**src/mapper_params.svh**
```systemverilog
`ifndef MAPPER_PARAMS_SVH
`define MAPPER_PARAMS_SVH

// Bus widths
`define CPU_ADDR_W 15 // CPU A14-A0, A15 comes in as romsel
`define CPU_DATA_W 8
`define PPU_ADDR_W 14 // PPU A13-A0

// Mapped field widths
`define FLASH_BASE_W 13 // Flash base A26-A14
`define BANK_MASK_W 5 // Mask over bank A18-A14 or A17-A13
`define PRG_BANK_W 6 // Mapped CPU A18-A13
`define CHR_BANK_W 8 // Mapped PPU A17-A10
`define MAPPER_W 5 // Mapper code in setup reg 6

// Mapper codes, original numbering
`define MAP_NROM 0
`define MAP_UXROM 1
`define MAP_CNROM 2
`define MAP_AXROM 8
`define MAP_MMC3 20

// Setup registers live at $5xx0-$5xx7
`define SETUP_PAGE 3'b101 // CPU A14-A12

// MMC3 A12 filter
`define A12_LOW_CYCLES 3 // m2 edges A12 must stay low

// Fixed last 16 KiB bank, A18-A14
`define LAST_PRG_BANK 5'b11111

`endif

```
**src/mapper_pkg.sv**
```systemverilog
`include "mapper_params.svh"

package mapper_pkg;

	// Plain vectors with a meaning
	typedef logic [`CPU_ADDR_W-1:0] cpu_addr_t; // CPU A14-A0
	typedef logic [`CPU_DATA_W-1:0] cpu_data_t;
	typedef logic [`PPU_ADDR_W-1:0] ppu_addr_t; // PPU A13-A0
	typedef logic [`FLASH_BASE_W-1:0] flash_base_t; // A26-A14
	typedef logic [`BANK_MASK_W-1:0] bank_mask_t; // Set bits cleared from bank
	typedef logic [`PRG_BANK_W-1:0] prg_bank_t; // A18-A13
	typedef logic [`CHR_BANK_W-1:0] chr_bank_t; // A17-A10
	typedef logic [7:0] bank_reg_t;
	typedef logic [1:0] sram_page_t;

	typedef enum logic [`MAPPER_W-1:0] {
		MAPPER_NROM = `MAP_NROM,
		MAPPER_UXROM = `MAP_UXROM,
		MAPPER_CNROM = `MAP_CNROM,
		MAPPER_AXROM = `MAP_AXROM,
		MAPPER_MMC3 = `MAP_MMC3
	} mapper_e;

	typedef enum logic [1:0] {
		MIRR_VERTICAL = 2'b00, // CIRAM A10 from PPU A10
		MIRR_HORIZONTAL = 2'b01, // CIRAM A10 from PPU A11
		MIRR_ONE_A = 2'b10, // Single screen, lower page
		MIRR_ONE_B = 2'b11 // Single screen, upper page
	} mirroring_e;

	// CPU bus as seen at the m2 edge
	typedef struct packed {
		logic romsel;
		logic rw;
		cpu_addr_t addr;
		cpu_data_t data;
	} cpu_bus_t;

	typedef struct packed {
		flash_base_t flash_base;
		bank_mask_t prg_mask;
		bank_mask_t chr_mask;
		sram_page_t sram_page;
		mapper_e mapper;
		mirroring_e mirroring;
		logic sram_en;
		logic prg_wr_en;
		logic chr_wr_en;
	} mapper_cfg_t;

	// MMC3 r0-r7 plus mode bits, simple mappers use bank[0] CHR, bank[1] PRG
	typedef struct packed {
		bank_reg_t [7:0] bank;
		logic prg_mode;
		logic chr_mode;
	} bank_regs_t;

	typedef struct packed {
		cpu_data_t latch; // Counter reload value
		logic reload; // One cycle pulse on $C001
		logic enable;
	} irq_ctrl_t;

endpackage

```
**src/mapper_regs.sv**
```systemverilog
`include "mapper_params.svh"

module mapper_regs
	import mapper_pkg::*;
(
	input logic m2,
	input logic ppu_addr_in, // Async reset, active high
	input cpu_bus_t bus,
	output mapper_cfg_t cfg,
	output bank_regs_t banks,
	output irq_ctrl_t irq_ctl,
	output logic mmc3_sel
);

	logic lockout; // Freezes setup regs once set
	logic [2:0] bank_sel; // MMC3 target for $8001
	logic setup_wr;
	logic mapper_wr;

	assign setup_wr = ~bus.rw & bus.romsel & (bus.addr[14:12] == `SETUP_PAGE) & ~lockout;
	assign mapper_wr = ~bus.rw & ~bus.romsel; // $8000-$FFFF
	assign mmc3_sel = (cfg.mapper == MAPPER_MMC3);

	always_ff @(posedge m2 or posedge ppu_addr_in)
	begin
		if (ppu_addr_in)
		begin
			cfg <= '0;
			cfg.mapper <= MAPPER_NROM;
			cfg.mirroring <= MIRR_VERTICAL;
			banks <= '0;
			irq_ctl <= '0;
			lockout <= 1'b0;
			bank_sel <= 3'd0;
		end
		else
		begin
			irq_ctl.reload <= 1'b0; // Pulse, held only one cycle
			if (setup_wr)
			begin
				case (bus.addr[2:0])
					3'd0: cfg.flash_base[12:8] <= bus.data[4:0]; // A26-A22
					3'd1: cfg.flash_base[7:0] <= bus.data; // A21-A14
					3'd2: cfg.prg_mask <= bus.data[4:0];
					3'd3: banks.bank[0] <= bus.data; // Direct CHR bank
					3'd4: cfg.chr_mask <= bus.data[4:0];
					3'd5:
					begin
						banks.bank[1][5:0] <= bus.data[7:2]; // Direct PRG bank
						cfg.sram_page <= bus.data[1:0];
					end
					3'd6: cfg.mapper <= mapper_e'(bus.data[`MAPPER_W-1:0]); // Flags dropped
					3'd7:
					begin
						lockout <= bus.data[7];
						cfg.mirroring <= mirroring_e'(bus.data[4:3]);
						cfg.prg_wr_en <= bus.data[2];
						cfg.chr_wr_en <= bus.data[1];
						cfg.sram_en <= bus.data[0];
					end
				endcase
			end
			else if (mapper_wr)
			begin
				case (cfg.mapper)
					MAPPER_UXROM: banks.bank[1] <= bus.data; // 16 KiB at $8000
					MAPPER_CNROM: banks.bank[0] <= bus.data; // 8 KiB CHR
					MAPPER_AXROM:
					begin
						banks.bank[1][3:0] <= bus.data[3:0]; // 32 KiB PRG
						cfg.mirroring <= mirroring_e'({1'b1, bus.data[4]}); // One screen
					end
					MAPPER_MMC3:
					begin
						case ({bus.addr[14:13], bus.addr[0]})
							3'b000: // $8000 bank select
							begin
								banks.chr_mode <= bus.data[7];
								banks.prg_mode <= bus.data[6];
								bank_sel <= bus.data[2:0];
							end
							3'b001: banks.bank[bank_sel] <= bus.data; // $8001
							3'b010: cfg.mirroring <= mirroring_e'({1'b0, bus.data[0]}); // $A000
							3'b100: irq_ctl.latch <= bus.data; // $C000
							3'b101: irq_ctl.reload <= 1'b1; // $C001
							3'b110: irq_ctl.enable <= 1'b0; // $E000, also acks
							3'b111: irq_ctl.enable <= 1'b1; // $E001
							default: ; // $A001 RAM protect not kept
						endcase
					end
					default: ; // NROM has no registers
				endcase
			end
		end
	end

endmodule

```
**src/prg_bank_map.sv**
```systemverilog
`include "mapper_params.svh"

module prg_bank_map
	import mapper_pkg::*;
(
	input cpu_addr_t bus_addr,
	input logic romsel, // Low for $8000-$FFFF
	input logic rw,
	input mapper_cfg_t cfg,
	input bank_regs_t banks,
	output logic [26:13] cpu_addr_out,
	output logic flash_we,
	output logic flash_oe,
	output logic sram_ce,
	output logic sram_we,
	output logic sram_oe
);

	prg_bank_t prg_bank; // Mapped A18-A13 before masking
	flash_base_t flash_hi; // Final A26-A14

	always_comb
	begin
		case (cfg.mapper)
			MAPPER_UXROM, MAPPER_CNROM: // Switchable $8000, fixed $C000
				prg_bank = {bus_addr[14] ? `LAST_PRG_BANK : banks.bank[1][4:0], bus_addr[13]};
			MAPPER_MMC3:
			begin
				case ({bus_addr[14:13], banks.prg_mode})
					3'b000: prg_bank = banks.bank[6][5:0]; // $8000, mode 0
					3'b001: prg_bank = {`LAST_PRG_BANK, 1'b0}; // Second last
					3'b010, 3'b011: prg_bank = banks.bank[7][5:0]; // $A000 always r7
					3'b100: prg_bank = {`LAST_PRG_BANK, 1'b0};
					3'b101: prg_bank = banks.bank[6][5:0]; // $C000, mode 1
					default: prg_bank = {`LAST_PRG_BANK, 1'b1}; // $E000 fixed last
				endcase
			end
			default: prg_bank = {banks.bank[1][3:0], bus_addr[14:13]}; // NROM, AxROM 32 KiB
		endcase
	end

	assign flash_hi = cfg.flash_base | flash_base_t'(prg_bank[5:1] & ~cfg.prg_mask);

	// SRAM page on the same lines for $6000-$7FFF
	assign cpu_addr_out = romsel ? {12'b0, cfg.sram_page} : {flash_hi, prg_bank[0]};

	assign flash_we = rw | romsel | ~cfg.prg_wr_en; // Flash writes only when enabled
	assign flash_oe = ~rw | romsel;
	assign sram_ce = ~(bus_addr[14] & bus_addr[13] & romsel & cfg.sram_en); // $6000-$7FFF
	assign sram_we = rw;
	assign sram_oe = ~rw;

endmodule

```
**src/chr_bank_map.sv**
```systemverilog
module chr_bank_map
	import mapper_pkg::*;
(
	input ppu_addr_t ppu_addr,
	input logic ppu_rd_in,
	input logic ppu_wr_in,
	input mapper_cfg_t cfg,
	input bank_regs_t banks,
	output chr_bank_t ppu_addr_out,
	output logic ppu_rd_out,
	output logic ppu_wr_out,
	output logic ppu_ciram_a10
);

	chr_bank_t chr_bank; // Mapped A17-A10 before masking

	always_comb
	begin
		if (cfg.mapper == MAPPER_MMC3)
		begin
			if (ppu_addr[12] == banks.chr_mode) // 2 KiB half
			begin
				if (ppu_addr[11])
					chr_bank = {banks.bank[1][7:1], ppu_addr[10]};
				else
					chr_bank = {banks.bank[0][7:1], ppu_addr[10]};
			end
			else
			begin
				case (ppu_addr[11:10]) // 1 KiB half
					2'b00: chr_bank = banks.bank[2];
					2'b01: chr_bank = banks.bank[3];
					2'b10: chr_bank = banks.bank[4];
					default: chr_bank = banks.bank[5];
				endcase
			end
		end
		else
			chr_bank = {banks.bank[0][4:0], ppu_addr[12:10]}; // Single 8 KiB bank
	end

	assign ppu_addr_out = {chr_bank[7:3] & ~cfg.chr_mask, chr_bank[2:0]}; // Mask A17-A13

	// Nametable space goes to CIRAM, not CHR
	assign ppu_rd_out = ppu_rd_in | ppu_addr[13];
	assign ppu_wr_out = ppu_wr_in | ppu_addr[13] | ~cfg.chr_wr_en; // CHR RAM only

	always_comb
	begin
		case (cfg.mirroring)
			MIRR_VERTICAL: ppu_ciram_a10 = ppu_addr[10];
			MIRR_HORIZONTAL: ppu_ciram_a10 = ppu_addr[11];
			MIRR_ONE_A: ppu_ciram_a10 = 1'b0;
			default: ppu_ciram_a10 = 1'b1; // One screen B
		endcase
	end

endmodule

```
**src/scanline_irq.sv**
```systemverilog
`include "mapper_params.svh"

module scanline_irq
	import mapper_pkg::*;
(
	input logic m2,
	input logic ppu_addr_in, // Async reset, active high
	input logic a12, // PPU A12, sampled on m2
	input irq_ctrl_t irq_ctl,
	input logic mmc3_sel,
	output logic irq // Active low
);

	localparam int LOW_W = $clog2(`A12_LOW_CYCLES + 1);

	logic [LOW_W-1:0] a12_low_cnt; // Saturating low-time count
	logic a12_rise; // Filtered A12 edge
	cpu_data_t counter;
	cpu_data_t counter_next;
	logic reload_pend; // Set by $C001, used at next clock
	logic irq_flag;

	assign a12_rise = mmc3_sel & a12 & (a12_low_cnt == LOW_W'(`A12_LOW_CYCLES));

	// Reload on request or when exhausted
	assign counter_next = (reload_pend || counter == 8'd0) ? irq_ctl.latch : counter - 8'd1;

	always_ff @(posedge m2 or posedge ppu_addr_in)
	begin
		if (ppu_addr_in)
			a12_low_cnt <= '0;
		else if (a12)
			a12_low_cnt <= '0; // Any high sample restarts filter
		else if (a12_low_cnt != LOW_W'(`A12_LOW_CYCLES))
			a12_low_cnt <= a12_low_cnt + 1'b1;
	end

	always_ff @(posedge m2 or posedge ppu_addr_in)
	begin
		if (ppu_addr_in)
		begin
			counter <= 8'd0;
			reload_pend <= 1'b0;
		end
		else
		begin
			if (a12_rise)
				counter <= counter_next;
			reload_pend <= irq_ctl.reload | (reload_pend & ~a12_rise); // Consumed by clock
		end
	end

	always_ff @(posedge m2 or posedge ppu_addr_in)
	begin
		if (ppu_addr_in)
			irq_flag <= 1'b0;
		else if (!irq_ctl.enable)
			irq_flag <= 1'b0; // Disable doubles as ack
		else if (a12_rise && counter_next == 8'd0)
			irq_flag <= 1'b1;
	end

	assign irq = ~(irq_flag & mmc3_sel); // Quiet for other mappers

endmodule

```
**src/cart_mapper.sv**
```systemverilog
module cart_mapper
	import mapper_pkg::*;
(
	input logic m2,
	input logic ppu_addr_in, // Async reset, active high
	input logic romsel,
	input logic cpu_rw_in,
	input cpu_addr_t cpu_addr_in,
	input cpu_data_t cpu_data_in,
	output logic [26:13] cpu_addr_out,
	output logic flash_we,
	output logic flash_oe,
	output logic sram_ce,
	output logic sram_we,
	output logic sram_oe,
	input logic ppu_rd_in,
	input logic ppu_wr_in,
	input ppu_addr_t ppu_addr,
	output chr_bank_t ppu_addr_out,
	output logic ppu_rd_out,
	output logic ppu_wr_out,
	output logic ppu_ciram_a10,
	output logic irq // Active low
);

	cpu_bus_t bus;
	mapper_cfg_t cfg;
	bank_regs_t banks;
	irq_ctrl_t irq_ctl;
	logic mmc3_sel;

	assign bus = '{romsel: romsel, rw: cpu_rw_in, addr: cpu_addr_in, data: cpu_data_in};

	mapper_regs i_mapper_regs (
		.m2(m2),
		.ppu_addr_in(ppu_addr_in),
		.bus(bus),
		.cfg(cfg),
		.banks(banks),
		.irq_ctl(irq_ctl),
		.mmc3_sel(mmc3_sel)
	);

	prg_bank_map i_prg_bank_map (
		.bus_addr(cpu_addr_in),
		.romsel(romsel),
		.rw(cpu_rw_in),
		.cfg(cfg),
		.banks(banks),
		.cpu_addr_out(cpu_addr_out),
		.flash_we(flash_we),
		.flash_oe(flash_oe),
		.sram_ce(sram_ce),
		.sram_we(sram_we),
		.sram_oe(sram_oe)
	);

	chr_bank_map i_chr_bank_map (
		.ppu_addr(ppu_addr),
		.ppu_rd_in(ppu_rd_in),
		.ppu_wr_in(ppu_wr_in),
		.cfg(cfg),
		.banks(banks),
		.ppu_addr_out(ppu_addr_out),
		.ppu_rd_out(ppu_rd_out),
		.ppu_wr_out(ppu_wr_out),
		.ppu_ciram_a10(ppu_ciram_a10)
	);

	scanline_irq i_scanline_irq (
		.m2(m2),
		.ppu_addr_in(ppu_addr_in),
		.a12(ppu_addr[12]), // Scanline clock source
		.irq_ctl(irq_ctl),
		.mmc3_sel(mmc3_sel),
		.irq(irq)
	);

endmodule

```
**config.mk**
```make
export PLATFORM = sky130hd
export DESIGN_NAME = cart_mapper
export DESIGN_NICKNAME = d
export VERILOG_FILES = /design/src/mapper_pkg.sv /design/src/mapper_regs.sv /design/src/prg_bank_map.sv /design/src/chr_bank_map.sv /design/src/scanline_irq.sv /design/src/cart_mapper.sv
export VERILOG_INCLUDE_DIRS = /design/src
export SDC_FILE = /design/constraint.sdc
export NUM_CORES = 1
export LEC_CHECK = 0
export BUFFER_PORTS_ARGS = -buffer_cell sky130_fd_sc_hd__buf_4
export CAP_MARGIN = 20
export CORE_ASPECT_RATIO = 1.2
export CORE_MARGIN = 10
export CORE_UTILIZATION = 53
export DETAILED_ROUTE_END_ITERATION = 7
export GPL_TIMING_DRIVEN = 0
export PLACE_DENSITY_LB_ADDON = 0.05
export SLEW_MARGIN = 20
export SYNTH_ARGS = -nofsm -noshare
export SYNTH_HDL_FRONTEND = slang
export SYNTH_SLANG_ARGS = --single-unit
```
**constraint.sdc**
```tcl
create_clock -name m2 -period 3.3 [get_ports m2]
set_clock_uncertainty 0.2 [all_clocks]
set_input_delay 0.165 -clock m2 [delete_from_list [all_inputs] [get_ports m2]]
set_output_delay 0.165 -clock m2 [all_outputs]
set_load 0.005 [all_outputs]
```
Word-level counts from Yosys, hierarchy flattened
Cells that the tools add are included.
{"block": "op_classes", "add_sub_neg": 2, "order_cmp": 2, "eq_ne": 37, "n_mux": 37, "bitwise_logic": 32, "reduce_logical": 39}
{"operator": "bitwise mux 64 bit", "n": 1}
{"operator": "2-to-1 mux 8 bit", "n": 6}
{"operator": "AND reduction 4 bit", "n": 9}
{"operator": "equality test 3 bit (second input constant)", "n": 11}
{"operator": "2-to-1 mux 16 bit", "n": 2}
{"operator": "2-to-1 mux 14 bit", "n": 2}
{"operator": "demux 8 bit (select 3 bit)", "n": 1}
{"operator": "case mux 8 bit (3 select lines)", "n": 1}
{"operator": "2-to-1 mux 2 bit", "n": 10}
{"operator": "case mux 6 bit (3 select lines)", "n": 1}
{"operator": "zero test 8 bit", "n": 2}
{"operator": "case mux 4 bit (2 select lines)", "n": 2}
{"operator": "case mux 8 bit (2 select lines)", "n": 1}
{"operator": "equality test 3 x 2 -> 1 bit (second input constant)", "n": 5}
{"operator": "AND reduction 2 bit", "n": 7}
{"operator": "AND 5 x 13 -> 13 bit", "n": 1}
{"operator": "inverter 5 -> 13 bit", "n": 1}
{"operator": "OR 13 bit", "n": 1}
{"operator": "case mux 6 bit (2 select lines)", "n": 1}
{"operator": "nonzero test 3 bit", "n": 4}
{"operator": "AND 1 bit", "n": 11}
{"operator": "2-to-1 mux 5 bit", "n": 2}
{"operator": "inequality test 2 bit (second input constant)", "n": 5}
{"operator": "OR reduction 2 bit", "n": 5}
{"operator": "other kinds (28)", "n": 57}
{"block": "totals", "reg_bits": 127, "in_bits": 43, "output_inout_bits": 31, "wordCells": 180}

Logic depth before layout (Yosys ltp)
Gate-level depths: netlist of run 1.
{"block": "logic_depth", "ltp_word": 9, "depth_mapped": 8}

Hierarchy
From an unflattened synthesis of run 1, not the netlist that was laid out.
{"block": "hier_totals", "hier_cells": 569, "hier_area_um2": 6747.7}
{"mod": "mapper_regs", "n_inst": 1, "cells_per_inst": 354, "area_each_um2": 4974.8, "seq_area_each_um2": 2877.8}
{"mod": "scanline_irq", "n_inst": 1, "cells_per_inst": 83, "area_each_um2": 778.2, "seq_area_each_um2": 300.3}
{"mod": "chr_bank_map", "n_inst": 1, "cells_per_inst": 64, "area_each_um2": 558.0, "seq_area_each_um2": 0.0}
{"mod": "prg_bank_map", "n_inst": 1, "cells_per_inst": 68, "area_each_um2": 436.7, "seq_area_each_um2": 0.0}

Worst setup path before layout of run 1
OpenSTA, ideal clock, no wires.
{"block": "synth_timing", "path_kind": "register to register", "start": "register i_scanline_irq.counter[0]", "end": "register i_scanline_irq.irq_flag", "setup_ns": 0.064, "arrival_ns": 2.072, "setup_slack_ns": 0.963, "stages_incl_launch_ff": 9, "n_path_buf": 1, "cell_sequence": "dfrtp_1 -> inv_1 -> ha_1 -> buf_4 -> nor3b_1 -> a21oi_2 -> mux2_2 -> nor4_1 -> a31o_2"}
{"block": "synth_between", "elab_chain_len": 6, "elab_cells_between_ends": 7, "cone_classes": "add/sub: 1; eq/ne: 1; mux: 1; reduce/logical: 4"}
{"item": "from (decl)", "line_no": "scanline_irq.sv:18", "text": "cpu_data_t counter;"}
{"item": "from (signal assigned)", "line_no": "scanline_irq.sv:48", "text": "counter <= counter_next;"}
{"item": "parallel branches: the longest is 2 deep, another holds subtractor 8 x 1 -> 8 bit"}
{"item": "2-to-1 mux 8 bit (*)", "line_no": "scanline_irq.sv:26", "text": "assign counter_next = (reload_pend || counter == 8'd0) ? irq_ctl.latch : counter - 8'd1;"}
{"item": "zero test 8 bit (*)", "line_no": "scanline_irq.sv:59", "text": "else if (a12_rise && counter_next == 8'd0)"}
{"item": "logical AND 1 bit (*)", "line_no": "scanline_irq.sv:59"}
{"item": "inequality test 2 x 1 -> 1 bit (no line) (*)"}
{"item": "to (signal assigned)", "line_no": "scanline_irq.sv:56", "text": "irq_flag <= 1'b0;"}
{"item": "to (signal assigned)", "line_no": "scanline_irq.sv:58", "text": "irq_flag <= 1'b0;"}
{"item": "to (signal assigned)", "line_no": "scanline_irq.sv:60", "text": "irq_flag <= 1'b1;"}
{"item": "to (decl)", "line_no": "scanline_irq.sv:21", "text": "logic irq_flag;"}
Mark *: on every way between the ends.
A chain may end at the register's enable or synchronous reset.

Worst setup path in the final report of run 1
{"block": "layout_timing", "start": "input cpu_addr_in[14]", "end": "output cpu_addr_out[18] (netlist bit)"}
{"block": "layout_between", "elab_chain_len": 7, "elab_cells_between_ends": 15, "cone_classes": "eq/ne: 5; mux: 4; bitwise: 2; reduce/logical: 4"}
{"item": "from (decl)", "line_no": "cart_mapper.sv:8", "text": "input cpu_addr_t cpu_addr_in,"}
{"item": "equality test 3 bit (tied with other cells)", "line_no": "prg_bank_map.sv:29", "text": "case ({bus_addr[14:13], banks.prg_mode})"}
{"item": "OR reduction 2 bit, on equally long branches"}
{"item": "case mux 6 bit (3 select lines)", "line_no": "prg_bank_map.sv:29"}
{"item": "case mux 6 bit (2 select lines) (*)", "line_no": "prg_bank_map.sv:24", "text": "case (cfg.mapper)"}
{"item": "AND 5 x 13 -> 13 bit (*)", "line_no": "prg_bank_map.sv:42", "text": "assign flash_hi = cfg.flash_base | flash_base_t'(prg_bank[5:1] & ~cfg.prg_mask);"}
{"item": "OR 13 bit (*)", "line_no": "prg_bank_map.sv:42"}
{"item": "2-to-1 mux 14 bit (*)", "line_no": "prg_bank_map.sv:45", "text": "assign cpu_addr_out = romsel ? {12'b0, cfg.sram_page} : {flash_hi, prg_bank[0]};"}
{"item": "to (decl)", "line_no": "cart_mapper.sv:10", "text": "output logic [26:13] cpu_addr_out,"}
Every way passes the cells marked *; elsewhere a longest branch is shown, timed or not.

==> results of run 1 <==
==> critical path: cells and delay by family <==
family,cells,cell delay (ns)
AOI/OAI and AO/OA,4,1.03
buffers and inverters,4,1.25
and+or+nand+nor,1,0.12
==> registers in the layout, summed over array words and instances, names as in the netlist <==
signal,flops
i_scanline_irq.irq_flag,1
i_mapper_regs.lockout,1
i_mapper_regs.cfg,35
i_mapper_regs.bank_sel,3
i_mapper_regs.banks,62
i_mapper_regs.irq_ctl,10
i_scanline_irq.reload_pend,1
i_scanline_irq.counter,8
i_scanline_irq.a12_low_cnt,2
==> worst paths after layout <==
path,start,slack [ns],to
max,cpu_addr_in[14],0.36,cpu_addr_out[18]
min in group asynchronous,ppu_addr_in,0.19,i_mapper_regs.banks[52]
min,cpu_addr_in[2],0.01,i_mapper_regs.cfg[33]
max in group asynchronous,ppu_addr_in,2.14,i_mapper_regs.banks[8]
min reg2reg,i_mapper_regs.irq_ctl[1],0.23,i_scanline_irq.reload_pend
max reg2reg,i_scanline_irq.counter[0],0.66,i_scanline_irq.irq_flag
==> metrics by stage <==
stage	setup slack, ns	util [%]
2_1_floorplan	0.963	-
3_3_place_gp	0.634	59.5
3_5_place_dp	0.655	60.0
4_1_cts	0.187	66.4
5_1_grt	0.199	66.4
6_report	0.357	66.4
==> layout by cell type, fill, tap and decap left out, types with 7 or more instances in the layout <==
cell,n
sky130_fd_sc_hd__a21oi_1,18
sky130_fd_sc_hd__o21ai_0,19
sky130_fd_sc_hd__mux2_2,102
sky130_fd_sc_hd__mux2i_1,10
sky130_fd_sc_hd__nand2_1,35
sky130_fd_sc_hd__nor2_1,19
sky130_fd_sc_hd__mux4_2,8
sky130_fd_sc_hd__clkbuf_16,17
sky130_fd_sc_hd__nor3_1,7
sky130_fd_sc_hd__dlygate4sd3_1,12
sky130_fd_sc_hd__nor2b_1,13
sky130_fd_sc_hd__dfrtp_1,123
sky130_fd_sc_hd__buf_4,53
sky130_fd_sc_hd__clkbuf_1,14
sky130_fd_sc_hd__nand2b_1,10
sky130_fd_sc_hd__mux2_4,8
sky130_fd_sc_hd__inv_1,12
==> routing by layer <==
layer  wire length [microns]  GRT usage, %  vias up
li1                        -             -     2127
met1                    7320          26.4     2393
met2                    8600          34.2      116
met3                     740          4.29       20
met4                     337          8.21        0
met5                       0             0        -
==> what timing repair did <==
| action | in CTS | in global routing |
|---|---|---|
| hold buffers | 12 | 0 |
| endpoints found under the setup margin | 0 | 1 |
| gates resized for setup | 0 | 1 |
| hold endpoints to repair | 60 | 0 |
==> logic make-up (layout without fill, tap and decap cells) <==
kind of cell / after synthesis / in the layout
mux: 128 / 128
flops: 123 / 123
buf+inv: 45 / 142
compound gates: 92 / 92
xor+xnor: 5 / 5
fa+ha+maj: 2 / 2
simple gates: 136 / 136
==> layout make-up <==
type | count | area, sq um
well taps | 157 | 196
inverters | 13 | 52.6
flip-flops and latches | 123 | 3080
clock inverters | 13 | 166
clock buffers | 19 | 453
multi-input cells | 363 | 3060
repair buffers | 65 | 556
plain buffers | 32 | 155
fillers | 932 | 3900
==> power by group <==
group	switching, mW	internal, mW	total (mW)
Combinational	0.257	0.252	0.508
Clock	0.697	1.23	1.93
Sequential	0.0702	1.61	1.68
Total	1.02	3.09	4.11
==> summary by stage, run 1 <==
Finish
The total non-filler cell area in the finished layout is 7720 sq um. The count of nets after finishing is 660. The share of final-layout standard cells stronger than drive strength 1 is 38.4%. The area growth from synthesis to layout is 21.7%. The count of inserted antenna diode cells is 0.

For this run, the number of standard cells in the final layout without fillers is 785.

Timing
For this run, the top clock speed supported by timing is 340 MHz. The final number of max-transition violations is 0. The transition time of the tightest slew-check pin is 0.812 ns.

Setup violations remaining at the end of the flow were counted as 0. Headroom to the max-slew limit came out at 45.4%. After layout, the worst path uses 89.2% of the clock period. The setup TNS is 0 ns.

The total count of hold-check failures in the final report is 0. Setup repair after global routing left no endpoint under its margin. Counting I/O delays and the setup requirement, the final critical path takes 2.94 ns. Final hold analysis gives a worst-case slack of 0.0137 ns.

Floorplan
The die is 140 microns tall. The site row count is 43. The count of boundary I/O pins is 74. The area of the placeable core is 11600 sq um. The floorplan die width is 120 microns. The die outline area is 16800 sq um. For this configuration, the core starts out at a cell density of 54.6%.

GRT
The maximum number of pins on one net before global-route repair is 36. The number of global-route vias before repair is 4833. The combined global-route utilization of all metal layers is 20.9%.

The number of antenna violations at the first check in global routing is 0. The global-route wire length before repair is 27.3 mm. The final global-route overflow total is 0.

Synthesis
Summing the areas of all fa, ha and maj instances in the mapped netlist gives 0.395% of the synthesized area. The synthesized netlist occupies a cell area of 6340 sq um. Yosys attributes the largest share of cell area to sky130_fd_sc_hd__dfrtp_1 49%, sky130_fd_sc_hd__mux2_2 18%, sky130_fd_sc_hd__mux4_2 2.8%, sky130_fd_sc_hd__nand2_1 2.1%, sky130_fd_sc_hd__mux2_4 1.9%. The fraction of synthesized cell area taken by the top area cell type is 48.5%. The post-synthesis sequential area ratio is 48.5%. By count the netlist is led by 123 x sky130_fd_sc_hd__dfrtp_1, 102 x sky130_fd_sc_hd__mux2_2, 35 x sky130_fd_sc_hd__nand2_1, 19 x sky130_fd_sc_hd__nor2_1, 19 x sky130_fd_sc_hd__o21ai_0. The number of flip-flops and latches in the synthesized netlist is 123. For this run, asynchronously set or reset flops after synthesis account for 100%. The synthesized net count is 576. The biggest area contributor in the post-synthesis netlist is sky130_fd_sc_hd__dfrtp_1. In the synthesized netlist, the number of instances is 531. The number of enable flip-flop cells after synthesis is 0. Multiplexer cells account for 24.4% of the synthesized area. For this run, the leading register cell type out of synthesis is sky130_fd_sc_hd__dfrtp_1. In the post-synthesis netlist, the cell with the most instances is sky130_fd_sc_hd__dfrtp_1. The per-instance average area after synthesis is 11.9 sq um. The simple-gate share of the synthesized area is 12.8%. After synthesis, the largest family of logic cells by area is multiplexers. The complex-gate fraction of the synthesized area is 9.92%. The Yosys step of the flow raised 0 warnings. The post-synthesis cell type count is 70. The post-synthesis xor/xnor area fraction is 0.690%.

Drt
Before antenna repair, the detailed router went through 5 iterations. The via count is 4656. The vias per cell is 5.93. The wire length per cell after detailed routing is 21.7 microns.

In this run the remaining antenna-violating nets after routing total 0. The first routing iteration left 321 violations. The count of unresolved DRC violations after routing is 0. The final layout contains routed wiring with a total length of 17.0 mm.

Clock tree
After clock tree synthesis, the clock-pin slew on the worst setup and hold paths is 0.06 ns. Buffers added to address setup during post-CTS repair amount to 0. The clock passes through at most 2 buffers. The sink count of the clock tree is 123. The number of CTS-inserted buffers is 17. The later pin in the worst-skew pair is clocked with a latency of 0.42 ns. The H-tree level count is 4. The CTS tree is yes. The buffer cell driving the clock tree root is sky130_fd_sc_hd__clkbuf_16.

Worst setup path
The most frequent cell on the critical path is sky130_fd_sc_hd__buf_4. For the worst flop-to-flop path, the logic depth is 8. STA classifies the critical path endpoint as an output pin. STA classifies the critical path startpoint as a primary input. The maximum single-stage delay on the critical path is 0.53 ns. The signal on the critical path passes through dlygate4sd3_1 -> buf_4 -> clkbuf_1 -> nor2_1 -> o21bai_1 -> o221ai_1 -> a31o_2 -> a21oi_1 -> buf_4. For the worst setup path, the data required time is 2.93 ns. The maximum fanout encountered on the critical timing path is 10. The standard cell with the maximum stage delay on the critical path is sky130_fd_sc_hd__dlygate4sd3_1. The endpoint arrival time on the critical path is 2.58 ns. The critical path in this run is classified as in2out.

Placed design
The final weighted congestion in routability-driven placement is 0.895. The total instance count after detailed placement is 741. Detailed placement finished with a half-perimeter wire length of 12.1 mm. The count of buffers added on input and output ports is 50. The placement-stage cell area is 6980 sq um.

Pwr
The sum of internal, switching and leakage power is 4.11 mW. The maximum vdd drop is 0.416 mV. The total power density per cell area is 533 nW/um^2. The reported leakage power is 3.66 nW.

Min path
In this run the worst hold path is classified as in2reg. The number of stages on the worst hold path is 3.

Outcome
The run finished with clean final reports.

Run
The number of violations of the max-capacitance limit is 0.
Note: power is estimated with default switching activity, not from simulation.
==> inputs of run 2 (changes only) <==
Settings changed: ABC_CLOCK_PERIOD_IN_PS set to 3300, SETUP_SLACK_MARGIN set to 0.3, SYNTH_HIERARCHICAL set to 1.
==> run 2 against run 1 <==
Net effect: sequential power about the same; via count rose by 6.0%; count of clock-buffer cells in the layout grew 5.
==> summary by stage, run 2 <==
Outcome
Run status: finished, final reports clean (unchanged).

Worst setup path
The type of element capturing the critical path is a register (was output pin). The maximum fanout encountered on the critical timing path came to 9 (was 10). The worst setup path category is in2reg (was in2out). The most frequent cell on the critical path is sky130_fd_sc_hd__dlygate4sd3_1 (was sky130_fd_sc_hd__buf_4). The startpoint of the most critical register-to-register path is i_mapper_regs/lockout (was i_scanline_irq.counter[0]). The setup slack on the worst flop-to-flop path is 0.57 ns (was 0.66 ns).

The first element of the critical path is cpu_addr_in[13] (was cpu_addr_in[14]). The terminus of the critical flop-to-flop path is i_mapper_regs/cfg[15] (was i_scanline_irq.irq_flag). The path depth of the worst reg2reg path is 5 (was 8). Cells along the critical path: dlygate4sd3_1 -> buf_4 -> nor2b_1 -> nand4_2 -> nor4b_4 -> mux2_2 -> dlygate4sd3_1 (was dlygate4sd3_1 -> buf_4 -> clkbuf_1 -> nor2_1 -> o21bai_1 -> o221ai_1 -> a31o_2 -> a21oi_1 -> buf_4). The critical path startpoint category was a primary input (unchanged). The standard cell with the maximum stage delay on the critical path is sky130_fd_sc_hd__nor4b_4 (was sky130_fd_sc_hd__dlygate4sd3_1). The endpoint arrival time on the critical path was 2.99 ns (was 2.58 ns). The worst path required time is 3.40 ns (was 2.93 ns). The maximum single-stage delay on the critical path came to 0.59 ns (was 0.53 ns).

Finish
The count of inserted antenna diode cells was 0 (unchanged). The leading cell type in the layout, fill and taps excluded is sky130_fd_sc_hd__dfrtp_1 (unchanged). The count of nets after finishing is 696 (was 660).

The synthesis-to-layout area growth came to 21.9% (was 21.7%). The register with the most flip-flops is i_mapper_regs/banks (was i_mapper_regs.banks). The core occupancy in the finished layout is 66.2% (was 66.4%). Top flop regs: i_mapper_regs/banks: 62 flops, i_mapper_regs/cfg: 35 flops, i_mapper_regs/irq_ctl: 10 flops (was i_mapper_regs.banks: 62 flops, i_mapper_regs.cfg: 35 flops, i_mapper_regs.irq_ctl: 10 flops). Commonest cells after routing, fill and taps aside: 123 x sky130_fd_sc_hd__dfrtp_1, 84 x sky130_fd_sc_hd__mux2_2, 53 x sky130_fd_sc_hd__buf_4 (was 123 x sky130_fd_sc_hd__dfrtp_1, 102 x sky130_fd_sc_hd__mux2_2, 53 x sky130_fd_sc_hd__buf_4). The share of final-layout standard cells stronger than drive strength 1 is 34.7% (was 38.4%). The flip-flop count of the largest register, all copies and words added is 62 (unchanged).

Floorplan
The y dimension of the die is 142 microns (was 140 microns). The area of the placeable core is 12200 sq um (was 11600 sq um). The site row count is 44 (was 43). The die outline area is 17300 sq um (was 16800 sq um). The count of boundary I/O pins is 74 (unchanged). The floorplan die width came to 122 microns (was 120 microns). The starting density of the core is 54.3% (was 54.6%).

Pwr
The total power density per cell area was 510 nW/um^2 (was 533 nW/um^2). The reported leakage power is 3.91 nW (was 3.66 nW). The sum of internal, switching and leakage power came to 4.11 mW (about the same). The maximum vdd drop is 0.340 mV (was 0.416 mV).

GRT
The maximum number of pins on one net before global-route repair is 28 (was 36). The number of global-route vias before repair is 5104 (was 4833). The final global-route overflow total is 0 (unchanged). The combined global-route utilization of all metal layers is 21.1% (was 20.9%). The number of antenna violations at the first check in global routing is 0 (unchanged). The global-route wire length before repair is 28.1 mm (was 27.3 mm).

Timing
The timing-limited maximum frequency is 346 MHz (was 340 MHz). The tightest slew margin relative to the limit is 42.6% (was 45.4%). The final worst-path cycle share is 87.6% (was 89.2%). The transition time of the tightest slew-check pin is 0.857 ns (was 0.812 ns).

RSZ-0062 raised after global routing: true (was false). The clock period minus final worst setup slack came to 2.89 ns (was 2.94 ns). The minimum setup slack in the final design is 0.410 ns (was 0.357 ns). The total count of hold-check failures in the final report is 0 (unchanged). The setup TNS was 0 ns (unchanged). The final number of max-transition violations is 0 (unchanged). The final setup violation count is 0 (unchanged).

Clock tree
The number of CTS-inserted buffers was 17 (unchanged). The CTS tree is yes (unchanged). The worst-case clock buffer depth is 2 (unchanged). The buffer cell driving the clock tree root is sky130_fd_sc_hd__clkbuf_16 (unchanged). The H-tree level count is 4 (unchanged).

The clock latency reported for the late side of the worst-skew pair is 0.42 ns (about the same). The sink count of the clock tree is 123 (unchanged). The clock slew at the register clock pins of the worst setup and hold paths is 0.05 ns (was 0.06 ns).

Drt
The count of unresolved DRC violations after routing is 0 (unchanged). The via count is 4937 (was 4656). The wire length per cell after detailed routing is 21.8 microns (was 21.7 microns).

The final antenna-violating net count was 0 (unchanged). The violation count after the first detailed-routing iteration is 396 (was 321). The vias per cell is 6.00 (was 5.93).

The final wirelength came to 17.9 mm (was 17.0 mm). The first-pass iteration count of the detailed router was 5 (unchanged).

Placed design
The number of I/O port buffers is 51 (was 50). The final weighted congestion in routability-driven placement was 0.890 (was 0.895). The worst slack at placement was 0.731 ns (was 0.655 ns). The HPWL after detailed placement is 12.5 mm (was 12.1 mm).

Min path
The number of stages on the worst hold path is 4 (was 3). The launch instance of the worst min-delay path is cpu_addr_in[2] (unchanged). The end of the worst hold path was i_mapper_regs/cfg[5] (was i_mapper_regs.cfg[33]). The class of the most critical hold timing path is in2reg (unchanged).

Synthesis
The count of yosys warnings during synthesis is 6 (was 0). The netlist area before placement came to 6600 sq um (was 6340 sq um). The synthesized instance count was 561 (was 531). The per-instance average area after synthesis came to 11.8 sq um (was 11.9 sq um). The synthesized net count came to 607 (was 576).

Run
The number of violations of the max-capacitance limit is 0 (unchanged).
[run 2: area by class of cell]
| cell class | count | area (sq um) |
|---|---|---|
| Buffer | 32 | 210 |
| Clock buffer | 24 | 492 |
| Clock inverter | 7 | 113 |
| Fill cell | 955 | 4120 |
| Inverter | 23 | 95.1 |
| Multi-Input combinational cell | 383 | 3230 |
| Sequential cell | 123 | 3080 |
| Tap cell | 161 | 201 |
| Timing Repair Buffer | 70 | 628 |
[run 2: per-stage QoR]
step                std cells  instance area [sq um]  hold slack (ns)
floorplan                 561                   6610           -0.170
global placement          773                   7190           0.0293
detailed placement        777                   7290           0.0396
CTS                       823                   8040           0.0116
global route              823                   8050           0.0804
finish                    823                   8050           0.0260
[run 2: power breakdown]
part | leakage (nW) | internal (mW) | total, mW | switching (mW)
Sequential | 1.66 | 1.60 | 1.68 | 0.0852
Combinational | 1.95 | 0.249 | 0.514 | 0.264
Clock | 0.296 | 1.26 | 1.91 | 0.653
[run 2: repair_timing]
action	in CTS	in global routing
setup buffers	0	0
endpoints found under the hold margin	83	0
endpoints found under the setup margin	0	1
gates resized for setup	0	1
hold buffers	15	0
[run 2: how the worst max path moves through the flow]
stage                              endpoint  slack, ns  depth (start not counted)
finish                i_mapper_regs/cfg[15]       0.41                          7
detailed placement  i_mapper_regs/banks[45]       0.73                          5
CTS                        cpu_addr_out[18]       0.40                          6
floorplan           i_mapper_regs/banks[18]       1.10                          7
global placement    i_mapper_regs/banks[43]       0.75                          5
global route               cpu_addr_out[16]       0.28                          5
[run 2: worst max-delay path: cells and delay by family]
family | cells | cell delay (ns)
buf+inv | 3 | 1.27
simple gates | 3 | 1.16
mux | 1 | 0.39
[run 2: per-layer routing]
| metal | vias up | share of wire (%) | GRT usage [%] |
|---|---|---|---|
| met5 | - | 0 | 0 |
| met4 | 0 | 1.7 | 7.73 |
| met3 | 27 | 4.8 | 4.68 |
| met2 | 158 | 50 | 34.4 |
| met1 | 2508 | 44 | 26.7 |
| li1 | 2244 | - | - |
